File: src/source/axi_xbar_pkg.sv
package axi_xbar_pkg;

localparam int N_MST   = 2;
localparam int N_SLV   = 2;
localparam int SEL_W   = 1;

localparam int ID_W    = 4;
localparam int ADDR_W  = 32;
localparam int DATA_W  = 32;
localparam int LEN_W   = 8;
localparam int BURST_W = 2;
localparam int RESP_W  = 2;
localparam int STRB_W  = DATA_W / 8;

localparam int SLV_BIT = ADDR_W - 1;             // the top address bit picks the slave.

localparam logic [RESP_W-1:0] RESP_OKAY = 2'b00;

// write address beat.
typedef struct packed {
    logic [ID_W-1:0]    id;
    logic [ADDR_W-1:0]  addr;
    logic [LEN_W-1:0]   len;                     // beats in the burst minus one.
    logic [BURST_W-1:0] burst;                   // carried through untouched.
} axi_aw_t;

typedef axi_aw_t axi_ar_t;                       // a read address has the same layout.

typedef struct packed {
    logic [DATA_W-1:0] data;
    logic [STRB_W-1:0] strb;
    logic              last;
} axi_w_t;

typedef struct packed {
    logic [ID_W-1:0]   id;
    logic [RESP_W-1:0] resp;
} axi_b_t;

typedef struct packed {
    logic [ID_W-1:0]   id;
    logic [DATA_W-1:0] data;
    logic [RESP_W-1:0] resp;
    logic              last;
} axi_r_t;

// everything a master drives onto a port.
typedef struct packed {
    axi_aw_t aw;
    logic    aw_valid;
    axi_w_t  w;
    logic    w_valid;
    logic    b_ready;
    axi_ar_t ar;
    logic    ar_valid;
    logic    r_ready;
} axi_req_t;

// everything a slave drives back.
typedef struct packed {
    logic    aw_ready;
    logic    w_ready;
    axi_b_t  b;
    logic    b_valid;
    logic    ar_ready;
    axi_r_t  r;
    logic    r_valid;
} axi_resp_t;

endpackage

File: src/source/axi_master_switch.sv
module axi_master_switch (
    input  logic [axi_xbar_pkg::SEL_W-1:0] wr_sel,
    input  logic [axi_xbar_pkg::SEL_W-1:0] rd_sel,
    input  logic                           wr_grant,
    input  logic                           rd_grant,
    input  axi_xbar_pkg::axi_req_t         mst_req  [axi_xbar_pkg::N_MST],
    output axi_xbar_pkg::axi_resp_t        mst_resp [axi_xbar_pkg::N_MST],
    input  axi_xbar_pkg::axi_resp_t        bus_resp,
    output axi_xbar_pkg::axi_req_t         bus_req
);

logic [axi_xbar_pkg::N_MST-1:0] wr_on;           // master owns the write path.
logic [axi_xbar_pkg::N_MST-1:0] rd_on;           // master owns the read path.

always_comb begin
    for (int i = 0; i < axi_xbar_pkg::N_MST; i++) begin
        wr_on[i] = wr_grant && (wr_sel == i);
        rd_on[i] = rd_grant && (rd_sel == i);
    end
end

// the owning master's fields go onto the shared bus.
always_comb begin
    bus_req = '0;
    for (int i = 0; i < axi_xbar_pkg::N_MST; i++) begin
        if (wr_on[i]) begin
            bus_req.aw       = mst_req[i].aw;
            bus_req.aw_valid = mst_req[i].aw_valid;
            bus_req.w        = mst_req[i].w;
            bus_req.w_valid  = mst_req[i].w_valid;
            bus_req.b_ready  = mst_req[i].b_ready;
        end
        if (rd_on[i]) begin
            bus_req.ar       = mst_req[i].ar;
            bus_req.ar_valid = mst_req[i].ar_valid;
            bus_req.r_ready  = mst_req[i].r_ready;
        end
    end
end

always_comb begin
    for (int i = 0; i < axi_xbar_pkg::N_MST; i++) begin
        mst_resp[i] = '0;                        // a waiting master sees all zeros.
        if (wr_on[i]) begin
            mst_resp[i].aw_ready = bus_resp.aw_ready;
            mst_resp[i].w_ready  = bus_resp.w_ready;
            mst_resp[i].b        = bus_resp.b;
            mst_resp[i].b_valid  = bus_resp.b_valid;
        end
        if (rd_on[i]) begin
            mst_resp[i].ar_ready = bus_resp.ar_ready;
            mst_resp[i].r        = bus_resp.r;
            mst_resp[i].r_valid  = bus_resp.r_valid;
        end
    end
end

// a slave's handshake must never leak to a master that does not own the path.
for (genvar i = 0; i < axi_xbar_pkg::N_MST; i++) begin : g_iso
    assert final (wr_on[i] ||
                  !(mst_resp[i].aw_ready || mst_resp[i].w_ready || mst_resp[i].b_valid))
        else $error("master %0d sees a write handshake without the write grant", i);
    assert final (rd_on[i] ||
                  !(mst_resp[i].ar_ready || mst_resp[i].r_valid))
        else $error("master %0d sees a read handshake without the read grant", i);
end

endmodule

File: config.mk
export PLATFORM = sky130hd
export DESIGN_NAME = axi_master_switch
export DESIGN_NICKNAME = d
export VERILOG_FILES = /design/src/source/axi_xbar_pkg.sv /design/src/source/axi_master_switch.sv
export SDC_FILE = /design/constraint.sdc
export NUM_CORES = 1
export LEC_CHECK = 0
export BUFFER_PORTS_ARGS = -buffer_cell sky130_fd_sc_hd__buf_2
export CELL_PAD_IN_SITES_DETAIL_PLACEMENT = 1
export CELL_PAD_IN_SITES_GLOBAL_PLACEMENT = 1
export CORE_AREA = 2 2 215 217
export DETAILED_ROUTE_END_ITERATION = 7
export DIE_AREA = 0 0 217 219
export PLACE_DENSITY_LB_ADDON = 0.1
export SETUP_SLACK_MARGIN = 0.1
export SYNTH_ARGS = -nofsm -noshare
export SYNTH_HDL_FRONTEND = slang
export SYNTH_SLANG_ARGS = --single-unit
File: constraint.sdc
create_clock -name vclk -period 1.5
set_clock_uncertainty 0.2 [all_clocks]
set_input_delay 0.225 -clock vclk [all_inputs]
set_output_delay 0.225 -clock vclk [all_outputs]
set_load 0.01 [all_outputs]
==> flow_summary.json <==
{
  "syn_nets": 737,
  "whs_ns": 0.5520,
  "regArea_sq_um": 0,
  "final_cell_area_sq_um": 7955,
  "drv_cap": 0,
  "required_ns": 1.07,
  "crit_arrival_ns": 1.03,
  "relSlewSlack_pct": 86.52,
  "syn_area_sq_um": 3128,
  "synth_top_cell_area_share_pct": 42.88,
  "coreArea_sq_um": 45090,
  "seq_cell_count": 0,
  "routedWlPerCell_microns": 18.93,
  "cp-start-kind": "input port",
  "drcViolationCount": 0,
  "grt_pass1_vias": 5480,
  "syn-instance-count": 415,
  "place_congestion": 0.8122,
  "worst-path-stages": 6,
  "timing.final.crit_share_pct": 96.83,
  "nClkBuffers": 0,
  "path_max_fanout": 8,
  "setup-violations-final": 0,
  "fmax_ghz": 0.6885,
  "die_area_sq_um": 47520,
  "pin_count": 556,
  "syn_to_final_growth_pct": 154.3,
  "cp_cell_sequence": "buf_16, nor2b_4, buf_12, clkbuf_16, and2_4, buf_6",
  "total_power_mw": 2.221,
  "via_count": 5213,
  "ys_seq_area_share_pct": 0,
  "synth_top_cell_by_area": "mux2i_1",
  "synth_area_per_cell_sq_um": 7.537,
  "vias_per_cell": 3.274,
  "fp.dieH_microns": 219,
  "stdcell_count": 1592,
  "crit_path_end": "mst_resp[79]",
  "multi_input_area_sq_um": 2968,
  "grt_overflow": 0,
  "drive_above_1_share_pct": 66.77,
  "fillers": 5502,
  "endpoint_kind": "output pin",
  "firstDrtPassIters": 4,
  "grt_first_pass_wirelength_microns": 38610,
  "finalNetCount": 1314,
  "p_leak_nw": 4.619,
  "dp.cells": 1558,
  "fin_util_pct": 17.64,
  "hold_viol_final": 0,
  "cp_slowest_cell": "buf_12",
  "grt_max_degree": 40,
  "critPathTopFamily": "buffers and inverters",
  "antenna_found_initial": 2,
  "outcome": "finished clean",
  "cp.buffers_inverters": 4,
  "setup_slack_ns": 0.04754,
  "power-per-cell-area_nw_per_um2": 279.2,
  "rsz0062_at_grt": "true",
  "dpl.hpwl_microns": 23490,
  "track_usage_pct": 10.96,
  "start_util_pct": 6.938,
  "chipWidth_microns": 217,
  "synth_cell_type_count": 13,
  "max_stage_delay_ns": 0.16,
  "critPathKind": "input port to output pin",
  "worstSetupStartpoint": "rd_sel",
  "drt_iter0_markers": 74,
  "yosysWarnings": 0,
  "worst_pin_slew_ns": 0.1966,
  "rows": 78,
  "placed_area_sq_um": 6782,
  "totalNegativeSetupSlack_ns": 0,
  "routed_wl_microns": 30130,
  "period_minus_slack_ns": 1.452,
  "hp-class": "input port to output pin",
  "ir_worst_vdd_mv": 0.08263,
  "port_buffers": 556,
  "drv_slew": 0,
  "pre_cts_ws_ns": -0.1854,
  "synth_common_cells": "mux2i_1, nor2b_1, and2_1, and3_1, clkbuf_1",
  "drtAntennaViolNets": 0,
  "synth_area_leaders": "mux2i_1, nor2b_1, and2_1"
}
layer usage:
layer	share of wire (%)	routed length, microns	global-route usage [%]
met2	58	17370	23.05
met4	0.23	70	0.4338
met1	36	10930	11.60
met5	0	0	0
met3	5.8	1759	2.010
final cells by class:
cell class	instances	share of cell area, %
Multi-Input combinational cell	371	37.31
Antenna cell	2	0.06291
Tap cell	600	9.437
Timing Repair Buffer	619	53.19
power by group:
part / internal (mW) / total [mW] / leakage (nW) / switching [mW]
logic: 1.23 / 2.22 / 4.62 / 0.990
clock network: 0.000000179 / 0.000000179 / 0.0000127 / 0
registers: 0 / 0 / 0 / 0
cell families (layout without fill, tap and decap cells):
family / after synthesis / after routing / synth area share, %
other cells: 0 / 2 / 0
buf+inv: 45 / 619 / 9.600
mux: 134 / 134 / 42.88
simple gates: 236 / 237 / 47.52
timing repair:
action,4_1_cts,5_1_grt
resized for setup,65,74
setup endpoints to repair,223,122
gates cloned,11,13
pin swaps,4,24
hold buffers,0,0
buffers inserted,7,2
layout by cell type (no fill, tap or decap):
master     count
bufbuf_16      2
diode_2        2
and3_1        49
nor2b_2        1
clkbuf_16     10
and3_4         1
mux2i_2        9
buf_4          9
and2_4        27
buf_2        521
buf_8          6
nor2b_4        3
mux2i_4        1
and2_1        23
buf_16        13
buf_6         42
buf_12        16
mux2i_1      124
nor2b_1      133
how the worst min path moves through the flow:
stage                      start           end  slack (ns)  depth (start not counted)
floorplan            bus_resp[0]  mst_resp[50]        0.39                          1
global placement     bus_resp[6]  mst_resp[56]        0.55                          3
detailed placement  bus_resp[19]  mst_resp[69]        0.55                          3
CTS                 bus_resp[11]  mst_resp[61]        0.55                          3
global route        bus_resp[11]  mst_resp[61]        0.57                          3
finish              bus_resp[34]  mst_resp[84]        0.55                          3
worst min-delay path: cells and delay by family:
family        cells  cell delay [ns]
simple gates      1             0.10
buf+inv           2             0.20
Power figures use the tool's default switching activity.
