**config.mk**
```make
export PLATFORM = sky130hd
export DESIGN_NAME = axi_slave_switch
export DESIGN_NICKNAME = d
export VERILOG_FILES = /design/src/source/axi_xbar_pkg.sv /design/src/source/axi_slave_switch.sv
export SDC_FILE = /design/constraint.sdc
export NUM_CORES = 1
export LEC_CHECK = 0
export BUFFER_PORTS_ARGS = -buffer_cell sky130_fd_sc_hd__buf_2
export CORE_AREA = 8 8 211 213
export DETAILED_ROUTE_END_ITERATION = 6
export DIE_AREA = 0 0 219 221
export GPL_ROUTABILITY_DRIVEN = 1
export PLACE_DENSITY = 0.3
export SYNTH_ARGS = -nofsm -noshare
export SYNTH_HDL_FRONTEND = slang
export SYNTH_SLANG_ARGS = --single-unit
```
**constraint.sdc**
```tcl
create_clock -name vclk -period 1.4
set_input_delay 0.07 -clock vclk [all_inputs]
set_output_delay 0.07 -clock vclk [all_outputs]
set_load 0.05 [all_outputs]
```
**src/source/axi_xbar_pkg.sv**
```systemverilog
package axi_xbar_pkg;

localparam int N_MST   = 2;
localparam int N_SLV   = 2;
localparam int SEL_W   = 1;

localparam int ID_W    = 4;
localparam int ADDR_W  = 32;
localparam int DATA_W  = 32;
localparam int LEN_W   = 8;
localparam int BURST_W = 2;
localparam int RESP_W  = 2;
localparam int STRB_W  = DATA_W / 8;

localparam int SLV_BIT = ADDR_W - 1;             // the top address bit picks the slave.

localparam logic [RESP_W-1:0] RESP_OKAY = 2'b00;

// write address beat.
typedef struct packed {
    logic [ID_W-1:0]    id;
    logic [ADDR_W-1:0]  addr;
    logic [LEN_W-1:0]   len;                     // beats in the burst minus one.
    logic [BURST_W-1:0] burst;                   // carried through untouched.
} axi_aw_t;

typedef axi_aw_t axi_ar_t;                       // a read address has the same layout.

typedef struct packed {
    logic [DATA_W-1:0] data;
    logic [STRB_W-1:0] strb;
    logic              last;
} axi_w_t;

typedef struct packed {
    logic [ID_W-1:0]   id;
    logic [RESP_W-1:0] resp;
} axi_b_t;

typedef struct packed {
    logic [ID_W-1:0]   id;
    logic [DATA_W-1:0] data;
    logic [RESP_W-1:0] resp;
    logic              last;
} axi_r_t;

// everything a master drives onto a port.
typedef struct packed {
    axi_aw_t aw;
    logic    aw_valid;
    axi_w_t  w;
    logic    w_valid;
    logic    b_ready;
    axi_ar_t ar;
    logic    ar_valid;
    logic    r_ready;
} axi_req_t;

// everything a slave drives back.
typedef struct packed {
    logic    aw_ready;
    logic    w_ready;
    axi_b_t  b;
    logic    b_valid;
    logic    ar_ready;
    axi_r_t  r;
    logic    r_valid;
} axi_resp_t;

endpackage

```
**src/source/axi_slave_switch.sv**
```systemverilog
module axi_slave_switch (
    input  logic [axi_xbar_pkg::SEL_W-1:0] wr_sel,
    input  logic [axi_xbar_pkg::SEL_W-1:0] rd_sel,
    input  logic                           wr_grant,
    input  logic                           rd_grant,
    input  axi_xbar_pkg::axi_req_t         bus_req,
    output axi_xbar_pkg::axi_resp_t        bus_resp,
    output axi_xbar_pkg::axi_req_t         slv_req  [axi_xbar_pkg::N_SLV],
    input  axi_xbar_pkg::axi_resp_t        slv_resp [axi_xbar_pkg::N_SLV]
);

logic [axi_xbar_pkg::N_SLV-1:0] wr_on;
logic [axi_xbar_pkg::N_SLV-1:0] rd_on;
logic [axi_xbar_pkg::N_SLV-1:0] aw_seen;         // aw_valid as each slave sees it.
logic [axi_xbar_pkg::N_SLV-1:0] ar_seen;

always_comb begin
    for (int j = 0; j < axi_xbar_pkg::N_SLV; j++) begin
        wr_on[j] = wr_grant && (wr_sel == j);
        rd_on[j] = rd_grant && (rd_sel == j);
    end
end

always_comb begin
    for (int j = 0; j < axi_xbar_pkg::N_SLV; j++) begin
        slv_req[j] = '0;
        if (wr_on[j]) begin
            slv_req[j].aw       = bus_req.aw;
            slv_req[j].aw_valid = bus_req.aw_valid;
            slv_req[j].w        = bus_req.w;
            slv_req[j].w_valid  = bus_req.w_valid;
            slv_req[j].b_ready  = bus_req.b_ready;
        end
        if (rd_on[j]) begin
            slv_req[j].ar       = bus_req.ar;
            slv_req[j].ar_valid = bus_req.ar_valid;
            slv_req[j].r_ready  = bus_req.r_ready;
        end
        aw_seen[j] = slv_req[j].aw_valid;
        ar_seen[j] = slv_req[j].ar_valid;
    end
end

always_comb begin
    bus_resp = '0;
    for (int j = 0; j < axi_xbar_pkg::N_SLV; j++) begin
        if (wr_on[j]) begin
            bus_resp.aw_ready = slv_resp[j].aw_ready;
            bus_resp.w_ready  = slv_resp[j].w_ready;
            bus_resp.b        = slv_resp[j].b;
            bus_resp.b_valid  = slv_resp[j].b_valid;
        end
        if (rd_on[j]) begin
            bus_resp.ar_ready = slv_resp[j].ar_ready;
            bus_resp.r        = slv_resp[j].r;
            bus_resp.r_valid  = slv_resp[j].r_valid;
        end
    end
end

assert final ($onehot0(aw_seen))
    else $error("more than one slave sees aw_valid");
assert final ($onehot0(ar_seen))
    else $error("more than one slave sees ar_valid");

endmodule

```
==> results of run 1 <==
[logic make-up after synthesis]
| family | after synthesis | synth area share, % |
|---|---|---|
| buffers and inverters | 55 | 11.7 |
| muxes | 50 | 17.6 |
| and+or+nand+nor | 320 | 70.8 |
[placed cells by master, fill, tap and decap left out]
| cell type | count |
|---|---|
| buf_4 | 10 |
| mux2i_1 | 50 |
| buf_12 | 6 |
| nor2b_1 | 50 |
| and3_1 | 134 |
| and2_1 | 134 |
| buf_2 | 555 |
| nor2b_4 | 2 |
| diode_2 | 3 |
[layer usage]
metal	vias up	GRT usage, %	routed length (microns)
met3	16	2.71	2450
li1	2448	-	-
met1	2268	8.16	8100
met4	0	1.59	391
met5	-	0	0
met2	284	19.5	14200
[per-stage QoR]
stage	setup slack [ns]	total power, W
2_1_floorplan	0.0806	0.00201
3_3_place_gp	0.208	0.00295
3_5_place_dp	0.199	0.00293
4_1_cts	0.205	0.00293
5_1_grt	0.116	0.00304
6_report	0.211	0.00290
[worst min-delay path: stages]
cell and delay (ns):
buf_2 0.10, and2_1 0.12, buf_2 0.20
[power breakdown]
group               total [W]    internal (W)  leakage, nW  switching [W]
clock network  0.000000000288  0.000000000288    0.0000190              0
registers                   0               0            0              0
logic                 0.00290        0.000806         4.21        0.00209
total                 0.00290        0.000806         4.21        0.00209
[path summary, 6_finish.rpt]
path | from | cells past startpoint | endpoint
setup / recovery | rd_sel | 5 | bus_resp[3]
hold / removal | bus_req[14] | 3 | slv_req[148]
[final cells by class]
class / instances / area share [%]
Antenna cell: 3 / 0.122
Timing Repair Buffer: 571 / 48.2
Tap cell: 539 / 10.9
Multi-Input combinational cell: 370 / 40.8
==> metrics.md, run 1 <==
| Metric | Value |
|---|---|
| Core area | 41300 sq um |
| Data arrival time of the critical path | 1.12 ns |
| Max Freq | 0.841 GHz |
| Status | finished clean |
| Initial antenna violation count | 3 |
| Final Critical Period | 1.19 ns |
| Setup TNS | 0 ns |
| Share of the synthesized area in the top cell type | 29.4% |
| Avg Cell Area, Syn | 6.71 sq um |
| Routed Antenna Nets | 0 |
| Hold Vio Cnt, Final | 0 |
| Ys Warns | 0 |
| Net Count, Synth | 663 |
| Crit path kind | input port to primary output |
| # clk buffers | 0 |
| CP bufs+invs | 3 |
| Largest net degree at the start of global routing | 75 |
| Number of iterations in the first detailed-routing pass | 4 |
| GRT Resource Usage Total | 9.14% |
| Worst slew pin tran | 0.279 ns |
| Peak supply drop | 0.146 mV |
| DR iter-0 viols | 182 |
| CP endpoint kind | primary output |
| Area Growth Syn to Fin | 117% |
| Distinct cells, synth | 10 |
| DRC errors left | 0 |
| Final Non-Filler Cells | 1483 |
| Final Util | 14.9% |
| Top cells by area, synth | and2_1, and3_1, mux2i_1, nor2b_1, buf_6 |
| Die height | 221 microns |
| CP most frequent cell | buf_4 |
| Total gr overflow | 0 |
| DR vias | 5016 |
| Row count | 75 |
| Postcts setup bufs | 0 |
| Slowest cell delay on critical path | 0.30 ns |
| Critical path, cell by cell | buf_4, buf_4, mux2i_1, nor2b_1, buf_2 |
| Share of cells above drive strength 1 | 60.9% |
| Yosys top cell by area | and2_1 |
| Mapped Area | 2850 sq um |
| Die W | 219 microns |
| Most common library cells after synthesis | and2_1, and3_1, mux2i_1, nor2b_1, clkbuf_1 |
| Leak | 4.21 nW |
| Final setup violation count | 0 |
| DP Wirelength | 22.1 mm |
| Sequential fraction of the synthesis area | 0% |
| Fillers | 4867 |
| Die area | 48400 sq um |
| Per-cell routed wire length | 17.0 microns |
| Cell family with most CP delay | buffers and inverters |
| Vias in the first global route | 5093 |
| Slew Viols, Final | 0 |
| Maxcap violations | 0 |
| Layout net count | 1181 |
| Setup crit start kind | input port |
| Max stage delay cell, worst path | buf_4 |
| Sequential cells | 0 |
| Hold Crit Class | input port to primary output |
| Post-CTS resize count | 0 |
| Final RePlAce weighted congestion | 0.820 |
| DP Cell Count | 1480 |
| Final hold slack | 0.559 ns |
| Initial cell density of the core | 6.90% |
| CTS Hold Bufs | 0 |
| RSZ-0062 raised after global routing | false |
| I/O pin count | 556 |
| Cell area power density | 469 nW/um^2 |
| Wirelength, routed | 25.2 mm |
| FF+latch area | 0 sq um |
| Footprint of the multi-input gates | 2520 sq um |
| Vias per inst | 3.38 |
| # port buffers | 556 |
| Slew HR | 80.8% |
| Final worst path period share | 84.9% |
| Finished Cell Area | 6170 sq um |
| First-pass GRT wire length | 34.3 mm |
| Worst EP required | 1.33 ns |
| Max FO, Critical Path | 14 |
| DP Area | 6160 sq um |
| Mapped Cells | 425 |
No activity file was read; power rests on OpenSTA's default activity.
==> inputs of run 2 (changes only) <==
Settings changed: CORE_AREA 8 8 211 213 to 8 8 212 214, DIE_AREA 0 0 219 221 to 0 0 220 222.
Clock period 1.4 ns to 1.06 ns, I/O delays scaled along.
==> run 2 against run 1 <==
Routed wire length rose by 10%. Die area rose by 0.91%. Sequential share of layout area did not move.
==> metrics.md, run 2 (synthesized netlist as in run 1, its figures left out) <==
| Metric | Value |
|---|---|
| Status | finished clean (unchanged) |
| CTS Hold Bufs | 0 (unchanged) |
| Initial cell density of the core | 6.87% (was 6.90%) |
| Core area | 41500 sq um (was 41300 sq um) |
| Final Util | 18.6% (was 14.9%) |
| Hold Crit Class | input port to primary output (unchanged) |
| Hold path cells | 3 (unchanged) |
| Initial antenna violation count | 4 (was 3) |
| # port buffers | 556 (unchanged) |
| Die height | 222 microns (was 221 microns) |
| Sequential cells | 0 (unchanged) |
| Row count | 75 (unchanged) |
| Per-cell routed wire length | 18.6 microns (was 17.0 microns) |
| GRT Resource Usage Total | 9.75% (was 9.14%) |
| Finished Cell Area | 7730 sq um (was 6170 sq um) |
| Hold Vio Cnt, Final | 0 (unchanged) |
| Final Non-Filler Cells | 1494 (was 1483) |
| Max Freq | 0.957 GHz |
| Data arrival time of the critical path | 0.99 ns (was 1.12 ns) |
| Worst slew pin tran | 0.306 ns (was 0.279 ns) |
| Die W | 220 microns (was 219 microns) |
| I/O pin count | 556 (unchanged) |
| Footprint of the multi-input gates | 2820 sq um (was 2520 sq um) |
| Vias in the first global route | 5042 (was 5093) |
| Final setup violation count | 0 (unchanged) |
| Total gr overflow | 0 (unchanged) |
| Leak | 4.59 nW (was 4.21 nW) |
| First-pass GRT wire length | 36.7 mm (was 34.3 mm) |
| DP Area | 6970 sq um (was 6160 sq um) |
| Final Power | 0.00451 W (was 0.00290 W) |
| Vias per inst | 3.39 (was 3.38) |
| RSZ-0062 raised after global routing | true (was false) |
| Share of cells above drive strength 1 | 78.8% (was 60.9%) |
| Routed Antenna Nets | 0 (unchanged) |
| Commonest non-fill, non-tap cell in the layout | buf_2 (unchanged) |
| Fillers | 4711 (was 4867) |
| Largest net degree at the start of global routing | 57 (was 75) |
| Peak supply drop | 0.234 mV (was 0.146 mV) |
| DR iter-0 viols | 207 (was 182) |
| Slew Viols, Final | 0 (unchanged) |
| Setup crit start kind | input port (unchanged) |
| Wirelength, routed | 27.8 mm (was 25.2 mm) |
| Number of iterations in the first detailed-routing pass | 4 (unchanged) |
| Crit path kind | input port to primary output (unchanged) |
| Slew HR | 79.6% (was 80.8%) |
| Final RePlAce weighted congestion | 0.848 (was 0.820) |
| Final worst path period share | 98.5% |
| Max FO, Critical Path | 7 (was 14) |
| Final Critical Period | 1.04 ns |
| Layout net count | 1193 (was 1181) |
| Worst EP required | 1.01 ns (was 1.33 ns) |
| Setup TNS | 0 ns (unchanged) |
| DR vias | 5072 (was 5016) |
| Die area | 48800 sq um (was 48400 sq um) |
| DP Wirelength | 23.4 mm (was 22.1 mm) |
| Most frequent cells in the layout | buf_2, and3_1, and2_1 (was buf_2, and2_1, and3_1) |
| FF+latch area | 0 sq um (unchanged) |
| Cell area power density | 583 nW/um^2 (was 469 nW/um^2) |
| Maxcap violations | 0 (unchanged) |
| Area Growth Syn to Fin | 171% (was 117%) |
| DP Cell Count | 1486 (was 1480) |
| DRC errors left | 0 (unchanged) |
| CP endpoint kind | primary output (unchanged) |
| # clk buffers | 0 (unchanged) |
-- run 2: report_power, final --
part             internal (W)  switching (W)
Clock          0.000000000253              0
Sequential                  0              0
Combinational         0.00157        0.00294
Total                 0.00157        0.00294
-- run 2: metrics by stage --
| stage | worst slack (ns) | hold slack, ns |
|---|---|---|
| CTS | -0.00146 | 0.475 |
| floorplan | 0.000197 | 0.355 |
| global route | -0.0342 | 0.479 |
| detailed placement | -0.0773 | 0.489 |
| global placement | -0.0916 | 0.482 |
| finish | 0.0154 | 0.466 |
-- run 2: what timing repair did --
| action | CTS | global route |
|---|---|---|
| pin swaps | 0 | 14 |
| cloned | 0 | 5 |
| resized for setup | 125 | 97 |
| buffers inserted | 0 | 1 |
| endpoints found under the setup margin | 112 | 173 |
-- run 2: final timing paths --
| check | slack, ns | end | start |
|---|---|---|---|
| hold / removal | 0.47 | slv_req[212] | bus_req[78] |
| setup / recovery | 0.02 | slv_req[260] | wr_sel |
-- run 2: layout make-up --
type / count / share of cell area [%]
multi-input cells: 370 / 36.4
repair buffers: 583 / 54.8
well taps: 539 / 8.72
diodes: 2 / 0.0647
-- run 2: metal layers --
metal	vias to the layer above	part of all wire, %	global-route usage (%)
li1	2480	-	-
met1	2338	37	10.9
met2	230	55	19.1
met3	20	7.4	1.90
met4	4	1.1	0.834
met5	-	0.093	0
-- run 2: critical path, stage by stage --
cell       delay (ns)
buf_6            0.11
nor2b_4          0.22
buf_6            0.16
clkbuf_16        0.15
and2_4           0.15
buf_8            0.14
